File: config.mk
export PLATFORM = sky130hd
export DESIGN_NAME = cluster_tile
export DESIGN_NICKNAME = d
export VERILOG_FILES = /design/src/tile_pkg.sv /design/src/tile_scratchpad.sv /design/src/noc_router.sv /design/src/noc_chimney.sv /design/src/cluster_tile.sv
export VERILOG_INCLUDE_DIRS = /design/src
export SDC_FILE = /design/constraint.sdc
export NUM_CORES = 2
export LEC_CHECK = 0
export BUFFER_PORTS_ARGS = -buffer_cell sky130_fd_sc_hd__buf_2
export CORE_ASPECT_RATIO = 1.5
export CORE_MARGIN = 3
export CORE_UTILIZATION = 40
export CTS_CLUSTER_DIAMETER = 60
export DETAILED_ROUTE_END_ITERATION = 10
export GPL_TIMING_DRIVEN = 0
export PLACE_DENSITY = 0.57
export REMOVE_ABC_BUFFERS = 1
export SYNTH_ARGS = -nofsm -noshare
export SYNTH_HDL_FRONTEND = slang
export SYNTH_HIERARCHICAL = 1
export SYNTH_SLANG_ARGS = --single-unit
File: constraint.sdc
create_clock -name clk_i -period 19.65 [get_ports clk_i]
set_clock_uncertainty 0.05 [all_clocks]
set_input_delay 0.9825 -clock clk_i [delete_from_list [all_inputs] [get_ports clk_i]]
set_output_delay 0.9825 -clock clk_i [all_outputs]
set_load 0.02 [all_outputs]
File: src/tile_cfg.svh
////////////////////////////////////////////////////////////
// Tile configuration constants for the mesh tile
// Include before any use of coordinate, address or data widths
////////////////////////////////////////////////////////////

`ifndef TILE_CFG_SVH
`define TILE_CFG_SVH

// Bits per mesh coordinate, 4x4 mesh
`define TILE_COORD_W 2

// Scratchpad word address
`define TILE_ADDR_W 6

// Data word
`define TILE_DATA_W 32

// Words in the scratchpad, must match the address width
`define TILE_SPM_WORDS 64

// Entries per router input buffer
`define TILE_IN_FIFO_DEPTH 2

`endif

File: src/tile_pkg.sv
////////////////////////////////////////////////////////////
// Shared types of the mesh tile
// Router ports, flit opcodes, chimney states and the flit
////////////////////////////////////////////////////////////

`include "tile_cfg.svh"

package tile_pkg;

  // Router port index
  typedef enum logic [2:0] {
    North = 3'd0,
    East  = 3'd1,
    South = 3'd2,
    West  = 3'd3,
    Eject = 3'd4
  } port_e;

  // Flit opcode
  typedef enum logic [1:0] {
    RD_REQ = 2'd0,
    WR_REQ = 2'd1,
    RD_RSP = 2'd2,
    WR_RSP = 2'd3
  } flit_kind_e;

  // Core side of the chimney
  typedef enum logic [1:0] {
    IDLE,
    SEND,
    WAIT_RSP,
    ACK
  } chimney_state_e;

  typedef struct packed {
    logic [`TILE_COORD_W-1:0] dst_x;
    logic [`TILE_COORD_W-1:0] dst_y;
    logic [`TILE_COORD_W-1:0] src_x;
    logic [`TILE_COORD_W-1:0] src_y;
    flit_kind_e               kind;
    logic [`TILE_ADDR_W-1:0]  addr;
    logic [`TILE_DATA_W-1:0]  data;
  } flit_t;

endpackage

File: src/tile_scratchpad.sv
////////////////////////////////////////////////////////////
// Word-addressed scratchpad reached by remote tiles
// Single port, write on the request edge, read data one cycle later
////////////////////////////////////////////////////////////

`timescale 1ns/1ps

`include "tile_cfg.svh"

module tile_scratchpad (
  input  logic                    clk_i,
  input  logic                    reset_i,
  input  logic                    en_i,
  input  logic                    we_i,
  input  logic [`TILE_ADDR_W-1:0] addr_i,
  input  logic [`TILE_DATA_W-1:0] wdata_i,
  output logic [`TILE_DATA_W-1:0] rdata_o
);

  logic [`TILE_DATA_W-1:0] mem_q [`TILE_SPM_WORDS];
  logic [`TILE_DATA_W-1:0] rdata_q;

  always_ff @(posedge clk_i) begin
    if (en_i && we_i) begin
      mem_q[addr_i] <= wdata_i;
    end
  end

  // Registered read port
  always_ff @(posedge clk_i) begin
    if (reset_i) begin
      rdata_q <= '0;
    end else if (en_i && !we_i) begin
      rdata_q <= mem_q[addr_i];
    end
  end

  assign rdata_o = rdata_q;

endmodule

File: src/noc_router.sv
////////////////////////////////////////////////////////////
// Five-port mesh router with XY routing
// Buffered inputs, round-robin grant per output
////////////////////////////////////////////////////////////

`timescale 1ns/1ps

`include "tile_cfg.svh"

module noc_router
  import tile_pkg::*;
(
  input  logic                     clk_i,
  input  logic                     reset_i,
  input  logic [`TILE_COORD_W-1:0] id_x_i,
  input  logic [`TILE_COORD_W-1:0] id_y_i,
  input  flit_t [Eject:North]      in_flit_i,
  input  logic  [Eject:North]      in_valid_i,
  output logic  [Eject:North]      in_ready_o,
  output flit_t [Eject:North]      out_flit_o,
  output logic  [Eject:North]      out_valid_o,
  input  logic  [Eject:North]      out_ready_i
);

  localparam int NumPorts = 5;
  localparam int Depth    = `TILE_IN_FIFO_DEPTH;
  localparam int PtrW     = (Depth > 1) ? $clog2(Depth) : 1;
  localparam int CntW     = $clog2(Depth + 1);

  flit_t               fifo_q   [NumPorts][Depth];
  logic [PtrW-1:0]     wr_ptr_q [NumPorts];
  logic [PtrW-1:0]     rd_ptr_q [NumPorts];
  logic [CntW-1:0]     cnt_q    [NumPorts];
  flit_t               head     [NumPorts];
  port_e               route    [NumPorts];
  logic [NumPorts-1:0] pop;

  port_e               gnt        [NumPorts];
  port_e               rr_q       [NumPorts];
  logic                lock_q     [NumPorts];
  port_e               lock_idx_q [NumPorts];

  function automatic logic [PtrW-1:0] ptr_inc(input logic [PtrW-1:0] ptr);
    return (ptr == PtrW'(Depth - 1)) ? '0 : ptr + 1'b1;
  endfunction

  ////////////////////////////////////////////////////////////
  // Input buffers
  ////////////////////////////////////////////////////////////

  for (genvar i = 0; i < NumPorts; i++) begin : g_in
    logic push;

    assign in_ready_o[i] = (cnt_q[i] != CntW'(Depth));
    assign push          = in_valid_i[i] && in_ready_o[i];
    assign head[i]       = fifo_q[i][rd_ptr_q[i]];

    // X first, then Y
    always_comb begin
      if (head[i].dst_x > id_x_i) route[i] = East;
      else if (head[i].dst_x < id_x_i) route[i] = West;
      else if (head[i].dst_y > id_y_i) route[i] = South;
      else if (head[i].dst_y < id_y_i) route[i] = North;
      else route[i] = Eject;
    end

    always_ff @(posedge clk_i) begin
      if (reset_i) begin
        wr_ptr_q[i] <= '0;
        rd_ptr_q[i] <= '0;
        cnt_q[i]    <= '0;
      end else begin
        if (push) wr_ptr_q[i] <= ptr_inc(wr_ptr_q[i]);
        if (pop[i]) rd_ptr_q[i] <= ptr_inc(rd_ptr_q[i]);
        cnt_q[i] <= cnt_q[i] + CntW'(push) - CntW'(pop[i]);
      end
    end

    always_ff @(posedge clk_i) begin
      if (push) fifo_q[i][wr_ptr_q[i]] <= in_flit_i[i];
    end
  end

  ////////////////////////////////////////////////////////////
  // Output arbitration
  ////////////////////////////////////////////////////////////

  for (genvar o = 0; o < NumPorts; o++) begin : g_out
    logic [NumPorts-1:0] req;
    port_e               pick;
    logic                found;

    always_comb begin
      int idx;
      for (int i = 0; i < NumPorts; i++) begin
        req[i] = (cnt_q[i] != '0) && (route[i] == port_e'(o));
      end
      pick  = rr_q[o];
      found = 1'b0;
      // Search starting at the round-robin pointer
      for (int k = 0; k < NumPorts; k++) begin
        idx = (int'(rr_q[o]) + k) % NumPorts;
        if (!found && req[idx]) begin
          pick  = port_e'(idx);
          found = 1'b1;
        end
      end
    end

    // A stalled grant stays put so the flit is stable
    assign gnt[o]         = lock_q[o] ? lock_idx_q[o] : pick;
    assign out_valid_o[o] = lock_q[o] || found;
    assign out_flit_o[o]  = head[gnt[o]];

    always_ff @(posedge clk_i) begin
      if (reset_i) begin
        rr_q[o]       <= North;
        lock_q[o]     <= 1'b0;
        lock_idx_q[o] <= North;
      end else if (out_valid_o[o] && out_ready_i[o]) begin
        rr_q[o]   <= (gnt[o] == Eject) ? North : port_e'(gnt[o] + 1);
        lock_q[o] <= 1'b0;
      end else if (out_valid_o[o]) begin
        lock_q[o]     <= 1'b1;
        lock_idx_q[o] <= gnt[o];
      end
    end
  end

  // Pop the granted input on a completed output handshake
  always_comb begin
    pop = '0;
    for (int o = 0; o < NumPorts; o++) begin
      if (out_valid_o[o] && out_ready_i[o]) pop[gnt[o]] = 1'b1;
    end
  end

endmodule

File: src/noc_chimney.sv
////////////////////////////////////////////////////////////
// Network interface between core port, scratchpad and router
// Connects to the router Eject port in both directions
////////////////////////////////////////////////////////////

`timescale 1ns/1ps

`include "tile_cfg.svh"

module noc_chimney
  import tile_pkg::*;
(
  input  logic                     clk_i,
  input  logic                     reset_i,
  input  logic [`TILE_COORD_W-1:0] id_x_i,
  input  logic [`TILE_COORD_W-1:0] id_y_i,
  // Core port, four-phase
  input  logic                     req_i,
  input  logic                     we_i,
  input  logic [`TILE_COORD_W-1:0] dst_x_i,
  input  logic [`TILE_COORD_W-1:0] dst_y_i,
  input  logic [`TILE_ADDR_W-1:0]  addr_i,
  input  logic [`TILE_DATA_W-1:0]  wdata_i,
  output logic                     ack_o,
  output logic [`TILE_DATA_W-1:0]  rdata_o,
  // Router Eject port
  input  flit_t                    ej_flit_i,
  input  logic                     ej_valid_i,
  output logic                     ej_ready_o,
  output flit_t                    inj_flit_o,
  output logic                     inj_valid_o,
  input  logic                     inj_ready_i,
  // Scratchpad
  output logic                     spm_en_o,
  output logic                     spm_we_o,
  output logic [`TILE_ADDR_W-1:0]  spm_addr_o,
  output logic [`TILE_DATA_W-1:0]  spm_wdata_o,
  input  logic [`TILE_DATA_W-1:0]  spm_rdata_i
);

  chimney_state_e          state_q, state_d;
  flit_t                   core_flit_q, acc_flit_q, rsp_flit_q;
  logic [`TILE_DATA_W-1:0] rdata_q;
  logic                    acc_q, cap_q, rsp_valid_q, busy;
  logic                    inj_lock_q, inj_sel_rsp_q, sel_rsp;
  logic                    inj_hs, ej_hs, ej_is_req, rsp_match;

  ////////////////////////////////////////////////////////////
  // Eject side and scratchpad access
  ////////////////////////////////////////////////////////////

  // One remote access at a time
  assign busy       = acc_q || cap_q || rsp_valid_q;
  assign ej_ready_o = !busy;
  assign ej_hs      = ej_valid_i && ej_ready_o;
  assign ej_is_req  = (ej_flit_i.kind == RD_REQ) || (ej_flit_i.kind == WR_REQ);
  assign rsp_match  = ej_hs && (state_q == WAIT_RSP) &&
                      (ej_flit_i.kind == ((core_flit_q.kind == WR_REQ) ? WR_RSP : RD_RSP));

  assign spm_en_o    = acc_q;
  assign spm_we_o    = acc_q && (acc_flit_q.kind == WR_REQ);
  assign spm_addr_o  = acc_flit_q.addr;
  assign spm_wdata_o = acc_flit_q.data;

  ////////////////////////////////////////////////////////////
  // Inject side, response has priority
  ////////////////////////////////////////////////////////////

  assign sel_rsp     = inj_lock_q ? inj_sel_rsp_q : rsp_valid_q;
  assign inj_valid_o = sel_rsp ? rsp_valid_q : (state_q == SEND);
  assign inj_flit_o  = sel_rsp ? rsp_flit_q : core_flit_q;
  assign inj_hs      = inj_valid_o && inj_ready_i;

  always_comb begin
    state_d = state_q;
    case (state_q)
      IDLE:     if (req_i) state_d = SEND;
      SEND:     if (inj_hs && !sel_rsp) state_d = WAIT_RSP;
      WAIT_RSP: if (rsp_match) state_d = ACK;
      ACK:      if (!req_i) state_d = IDLE;
      default:  state_d = IDLE;
    endcase
  end

  assign ack_o   = (state_q == ACK);
  assign rdata_o = rdata_q;

  always_ff @(posedge clk_i) begin
    if (reset_i) begin
      state_q       <= IDLE;
      acc_q         <= 1'b0;
      cap_q         <= 1'b0;
      rsp_valid_q   <= 1'b0;
      inj_lock_q    <= 1'b0;
      inj_sel_rsp_q <= 1'b0;
    end else begin
      state_q <= state_d;
      acc_q   <= ej_hs && ej_is_req;
      cap_q   <= acc_q;
      if (cap_q) rsp_valid_q <= 1'b1;
      else if (inj_hs && sel_rsp) rsp_valid_q <= 1'b0;
      if (inj_hs) begin
        inj_lock_q <= 1'b0;
      end else if (inj_valid_o) begin
        inj_lock_q    <= 1'b1;
        inj_sel_rsp_q <= sel_rsp;
      end
    end
  end

  always_ff @(posedge clk_i) begin
    if (state_q == IDLE && req_i) begin
      core_flit_q.dst_x <= dst_x_i;
      core_flit_q.dst_y <= dst_y_i;
      core_flit_q.src_x <= id_x_i;
      core_flit_q.src_y <= id_y_i;
      core_flit_q.kind  <= we_i ? WR_REQ : RD_REQ;
      core_flit_q.addr  <= addr_i;
      core_flit_q.data  <= we_i ? wdata_i : '0;
    end
    if (rsp_match) rdata_q <= (ej_flit_i.kind == RD_RSP) ? ej_flit_i.data : '0;
    if (ej_hs && ej_is_req) acc_flit_q <= ej_flit_i;
    // Response goes back to the requester
    if (cap_q) begin
      rsp_flit_q.dst_x <= acc_flit_q.src_x;
      rsp_flit_q.dst_y <= acc_flit_q.src_y;
      rsp_flit_q.src_x <= id_x_i;
      rsp_flit_q.src_y <= id_y_i;
      rsp_flit_q.kind  <= (acc_flit_q.kind == WR_REQ) ? WR_RSP : RD_RSP;
      rsp_flit_q.addr  <= acc_flit_q.addr;
      rsp_flit_q.data  <= (acc_flit_q.kind == WR_REQ) ? '0 : spm_rdata_i;
    end
  end

endmodule

File: src/cluster_tile.sv
////////////////////////////////////////////////////////////
// Mesh tile with router, chimney and scratchpad
// Exposes the four mesh links and the local core port
////////////////////////////////////////////////////////////

`timescale 1ns/1ps

`include "tile_cfg.svh"

module cluster_tile
  import tile_pkg::*;
(
  input  logic                     clk_i,
  input  logic                     reset_i,
  input  logic [`TILE_COORD_W-1:0] id_x_i,
  input  logic [`TILE_COORD_W-1:0] id_y_i,
  // Core port
  input  logic                     req_i,
  input  logic                     we_i,
  input  logic [`TILE_COORD_W-1:0] dst_x_i,
  input  logic [`TILE_COORD_W-1:0] dst_y_i,
  input  logic [`TILE_ADDR_W-1:0]  addr_i,
  input  logic [`TILE_DATA_W-1:0]  wdata_i,
  output logic                     ack_o,
  output logic [`TILE_DATA_W-1:0]  rdata_o,
  // Mesh links
  input  flit_t [West:North]       flit_i,
  input  logic  [West:North]       valid_i,
  output logic  [West:North]       ready_o,
  output flit_t [West:North]       flit_o,
  output logic  [West:North]       valid_o,
  input  logic  [West:North]       ready_i
);

  flit_t [Eject:North]     rt_in_flit, rt_out_flit;
  logic  [Eject:North]     rt_in_valid, rt_in_ready, rt_out_valid, rt_out_ready;
  logic                    spm_en, spm_we;
  logic [`TILE_ADDR_W-1:0] spm_addr;
  logic [`TILE_DATA_W-1:0] spm_wdata, spm_rdata;

  assign rt_in_flit[West:North]   = flit_i;
  assign rt_in_valid[West:North]  = valid_i;
  assign ready_o                  = rt_in_ready[West:North];
  assign flit_o                   = rt_out_flit[West:North];
  assign valid_o                  = rt_out_valid[West:North];
  assign rt_out_ready[West:North] = ready_i;

  noc_router u_router (
    .clk_i,
    .reset_i,
    .id_x_i,
    .id_y_i,
    .in_flit_i  (rt_in_flit),
    .in_valid_i (rt_in_valid),
    .in_ready_o (rt_in_ready),
    .out_flit_o (rt_out_flit),
    .out_valid_o(rt_out_valid),
    .out_ready_i(rt_out_ready)
  );

  // Eject port of the router faces the chimney
  noc_chimney u_chimney (
    .clk_i,
    .reset_i,
    .id_x_i,
    .id_y_i,
    .req_i,
    .we_i,
    .dst_x_i,
    .dst_y_i,
    .addr_i,
    .wdata_i,
    .ack_o,
    .rdata_o,
    .ej_flit_i  (rt_out_flit[Eject]),
    .ej_valid_i (rt_out_valid[Eject]),
    .ej_ready_o (rt_out_ready[Eject]),
    .inj_flit_o (rt_in_flit[Eject]),
    .inj_valid_o(rt_in_valid[Eject]),
    .inj_ready_i(rt_in_ready[Eject]),
    .spm_en_o   (spm_en),
    .spm_we_o   (spm_we),
    .spm_addr_o (spm_addr),
    .spm_wdata_o(spm_wdata),
    .spm_rdata_i(spm_rdata)
  );

  tile_scratchpad u_spm (
    .clk_i,
    .reset_i,
    .en_i   (spm_en),
    .we_i   (spm_we),
    .addr_i (spm_addr),
    .wdata_i(spm_wdata),
    .rdata_o(spm_rdata)
  );

endmodule

==> impl_metrics.yaml <==
worst_setup_path:
  slowest_delay_ns: 1.10
  worstPathArrival_ns: 10.16
  cp-end-kind: "output port"
  cp_slowest_cell: "edfxtp_1"
  r2r_slack_ns: 9.88
  crit_family: "compound AO/OA/AOI/OAI gates"
  path_buf_inv: 5
  criticalPathCategory: "flop to output port"
  cp_max_fo: 39
  crit_required_ns: 18.62
  startpoint_type: "flop"
  path_cells: "inv_1 > ha_1 > inv_1 > ha_1 > nor3_1 > o21ai_1 > and2_1 > o41ai_1 > a22oi_1 > a21boi_4 > o31ai_1 > a2111oi_0 > or2_4 > buf_16 > nand2_4 > buf_16 > o22ai_1 > buf_2"
cells_and_area:
  drive_above_1_share_pct: 21.1
  nets: 9476
  area_delta_synth_final_pct: 18.7
  utilization_pct: 47.7
  final_common_cell: "edfxtp_1"
  mostFrequentLayoutCells: "edfxtp_1, mux2i_1, buf_2"
  fin_area_sq_um: 149000
status:
  failed_checks: "max-capacitance violations, max-slew violations"
  status: "finished with violations"
min_path:
  hp-class: "input pin to flop"
sta:
  min_period_ns: 11.19
  setup_viol: 0
  fmax_mhz: 89.3
  finalMaxSlewViolations: 14
  tightestPinTransition_ns: 1.53
  setup_ws_ns: 8.46
  finalCritPeriodShare_pct: 57.0
  max_slew_margin_pct: -2.07
  rsz0062_at_grt: "false"
  tns_ns: 0
  final_hold_viol_count: 0
floorplanning:
  die-area_sq_um: 320000
  start_util_pct: 40.2
  core_sq_um: 312000
  ios: 483
  die_w_um: 463
  rows: 251
  die_h_um: 691
clock_tree:
  h-tree-depth: 5
  cts_buffer_depth: 4
  cts.clk_slew.worst_paths_ns: 0.06
  cts_resized: 0
  ctsHoldBuffers: 0
  clk_latency_ns: 0.89
  cts_root_buf: "clkbuf_16"
  clock_sinks: 2792
  cts_made_buffers: 273
  cts_tree: "yes"
  post_cts_buffers: 0
yosys:
  netlist_instances: 8555
  synth_area_per_cell_sq_um: 14.6
  mappedNetlistArea_sq_um: 125000
  yosysWarnings: 6
drt:
  drt-initial-drc-count: 11542
  drc: 0
  antenna_left: 0
  routedWlPerCell_um: 35.4
  num_vias: 86447
  via_per_inst: 6.40
  routed_wl_um: 479000
  firstDrtPassIters: 9
placement:
  placed_area_sq_um: 140000
  pre_cts_ws_ns: 9.66
  hpwl_um: 328000
  gp_congestion: 0.905
  portBuffers: 482
global_route:
  antenna_found_initial: 71
  use_met2_pct: 48.5
  grt_pass1_wl_um: 660000
  first_global_vias: 84273
  grt_overflow: 0
  grt.met1_usage_pct: 34.6
  top_usage_layer: "met2"
  grtUsageTotal_pct: 28.9
  grt_max_degree: 70
  use_met3_pct: 6.09
flow_run:
  drv_cap: 1
[worst register-to-register path: cells and delay by family (launching register included)]
family	cells	cell delay [ns]
AOI/OAI and AO/OA	5	2.34
buffers and inverters	9	2.29
and+or+nand+nor	9	1.88
adders and majority gates	3	1.19
DFF	1	1.18
muxes	1	0.40
[path summary, 6_finish.rpt]
kind | to | startpoint | cells past startpoint
max | flit_o[153] | u_router/rr_q[3][0] | 18
min | u_chimney/core_flit_q[46] | dst_x_i[0] | 1
max reg2reg | u_chimney/rdata_o[17] | u_router/rr_q[4][0] | 27
min reg2reg | u_chimney/rsp_flit_q[44] | u_chimney/acc_flit_q[40] | 0
[metal layers]
metal,wire (um),part of all wire (%),vias up
met5,195,0.041,-
met4,31900,6.7,32
met3,46300,9.7,1463
met2,231000,48,5725
met1,169000,35,43912
li1,-,-,35315
[sequential cells by signal, summed over array words and instances (netlist names)]
| signal | count |
|---|---|
| u_router/wr_ptr_q | 5 |
| u_chimney/rdata_o | 32 |
| u_router/rr_q | 15 |
| u_router/fifo_q | 480 |
| u_chimney/rsp_valid_q | 1 |
| u_chimney/rsp_flit_q | 47 |
| u_chimney/inj_sel_rsp_q | 1 |
| u_chimney/cap_q | 1 |
| u_chimney/core_flit_q | 47 |
| u_router/lock_q | 5 |
| u_spm/mem_q | 2048 |
| u_chimney/spm_en_o | 1 |
| u_chimney/acc_flit_q | 6 |
| u_chimney/spm_wdata_o | 32 |
| u_router/rd_ptr_q | 5 |
| u_chimney/spm_addr_o | 6 |
| u_spm/rdata_o | 32 |
| u_router/lock_idx_q | 15 |
| u_router/cnt_q | 10 |
| u_chimney/state_q | 2 |
| u_chimney/inj_lock_q | 1 |
[through the flow]
step | hold slack [ns] | std cells
floorplan | 0.350 | 7909
global placement | 0.361 | 12565
detailed placement | 0.370 | 12988
CTS | 0.186 | 13465
global route | 0.210 | 13486
finish | 0.230 | 13505
[layout make-up]
cell class | instances | area [sq um]
Tap cell | 4174 | 5220
Antenna cell | 40 | 100
Clock buffer | 351 | 7350
Timing Repair Buffer | 905 | 12100
Inverter | 137 | 542
Fill cell | 26638 | 163000
Sequential cell | 2792 | 83400
Clock inverter | 126 | 1060
Multi-Input combinational cell | 4980 | 39000
Power is left out: the tool's default activity adds up to more than one toggle a clock period on the data nets, which glitch-free logic cannot reach.
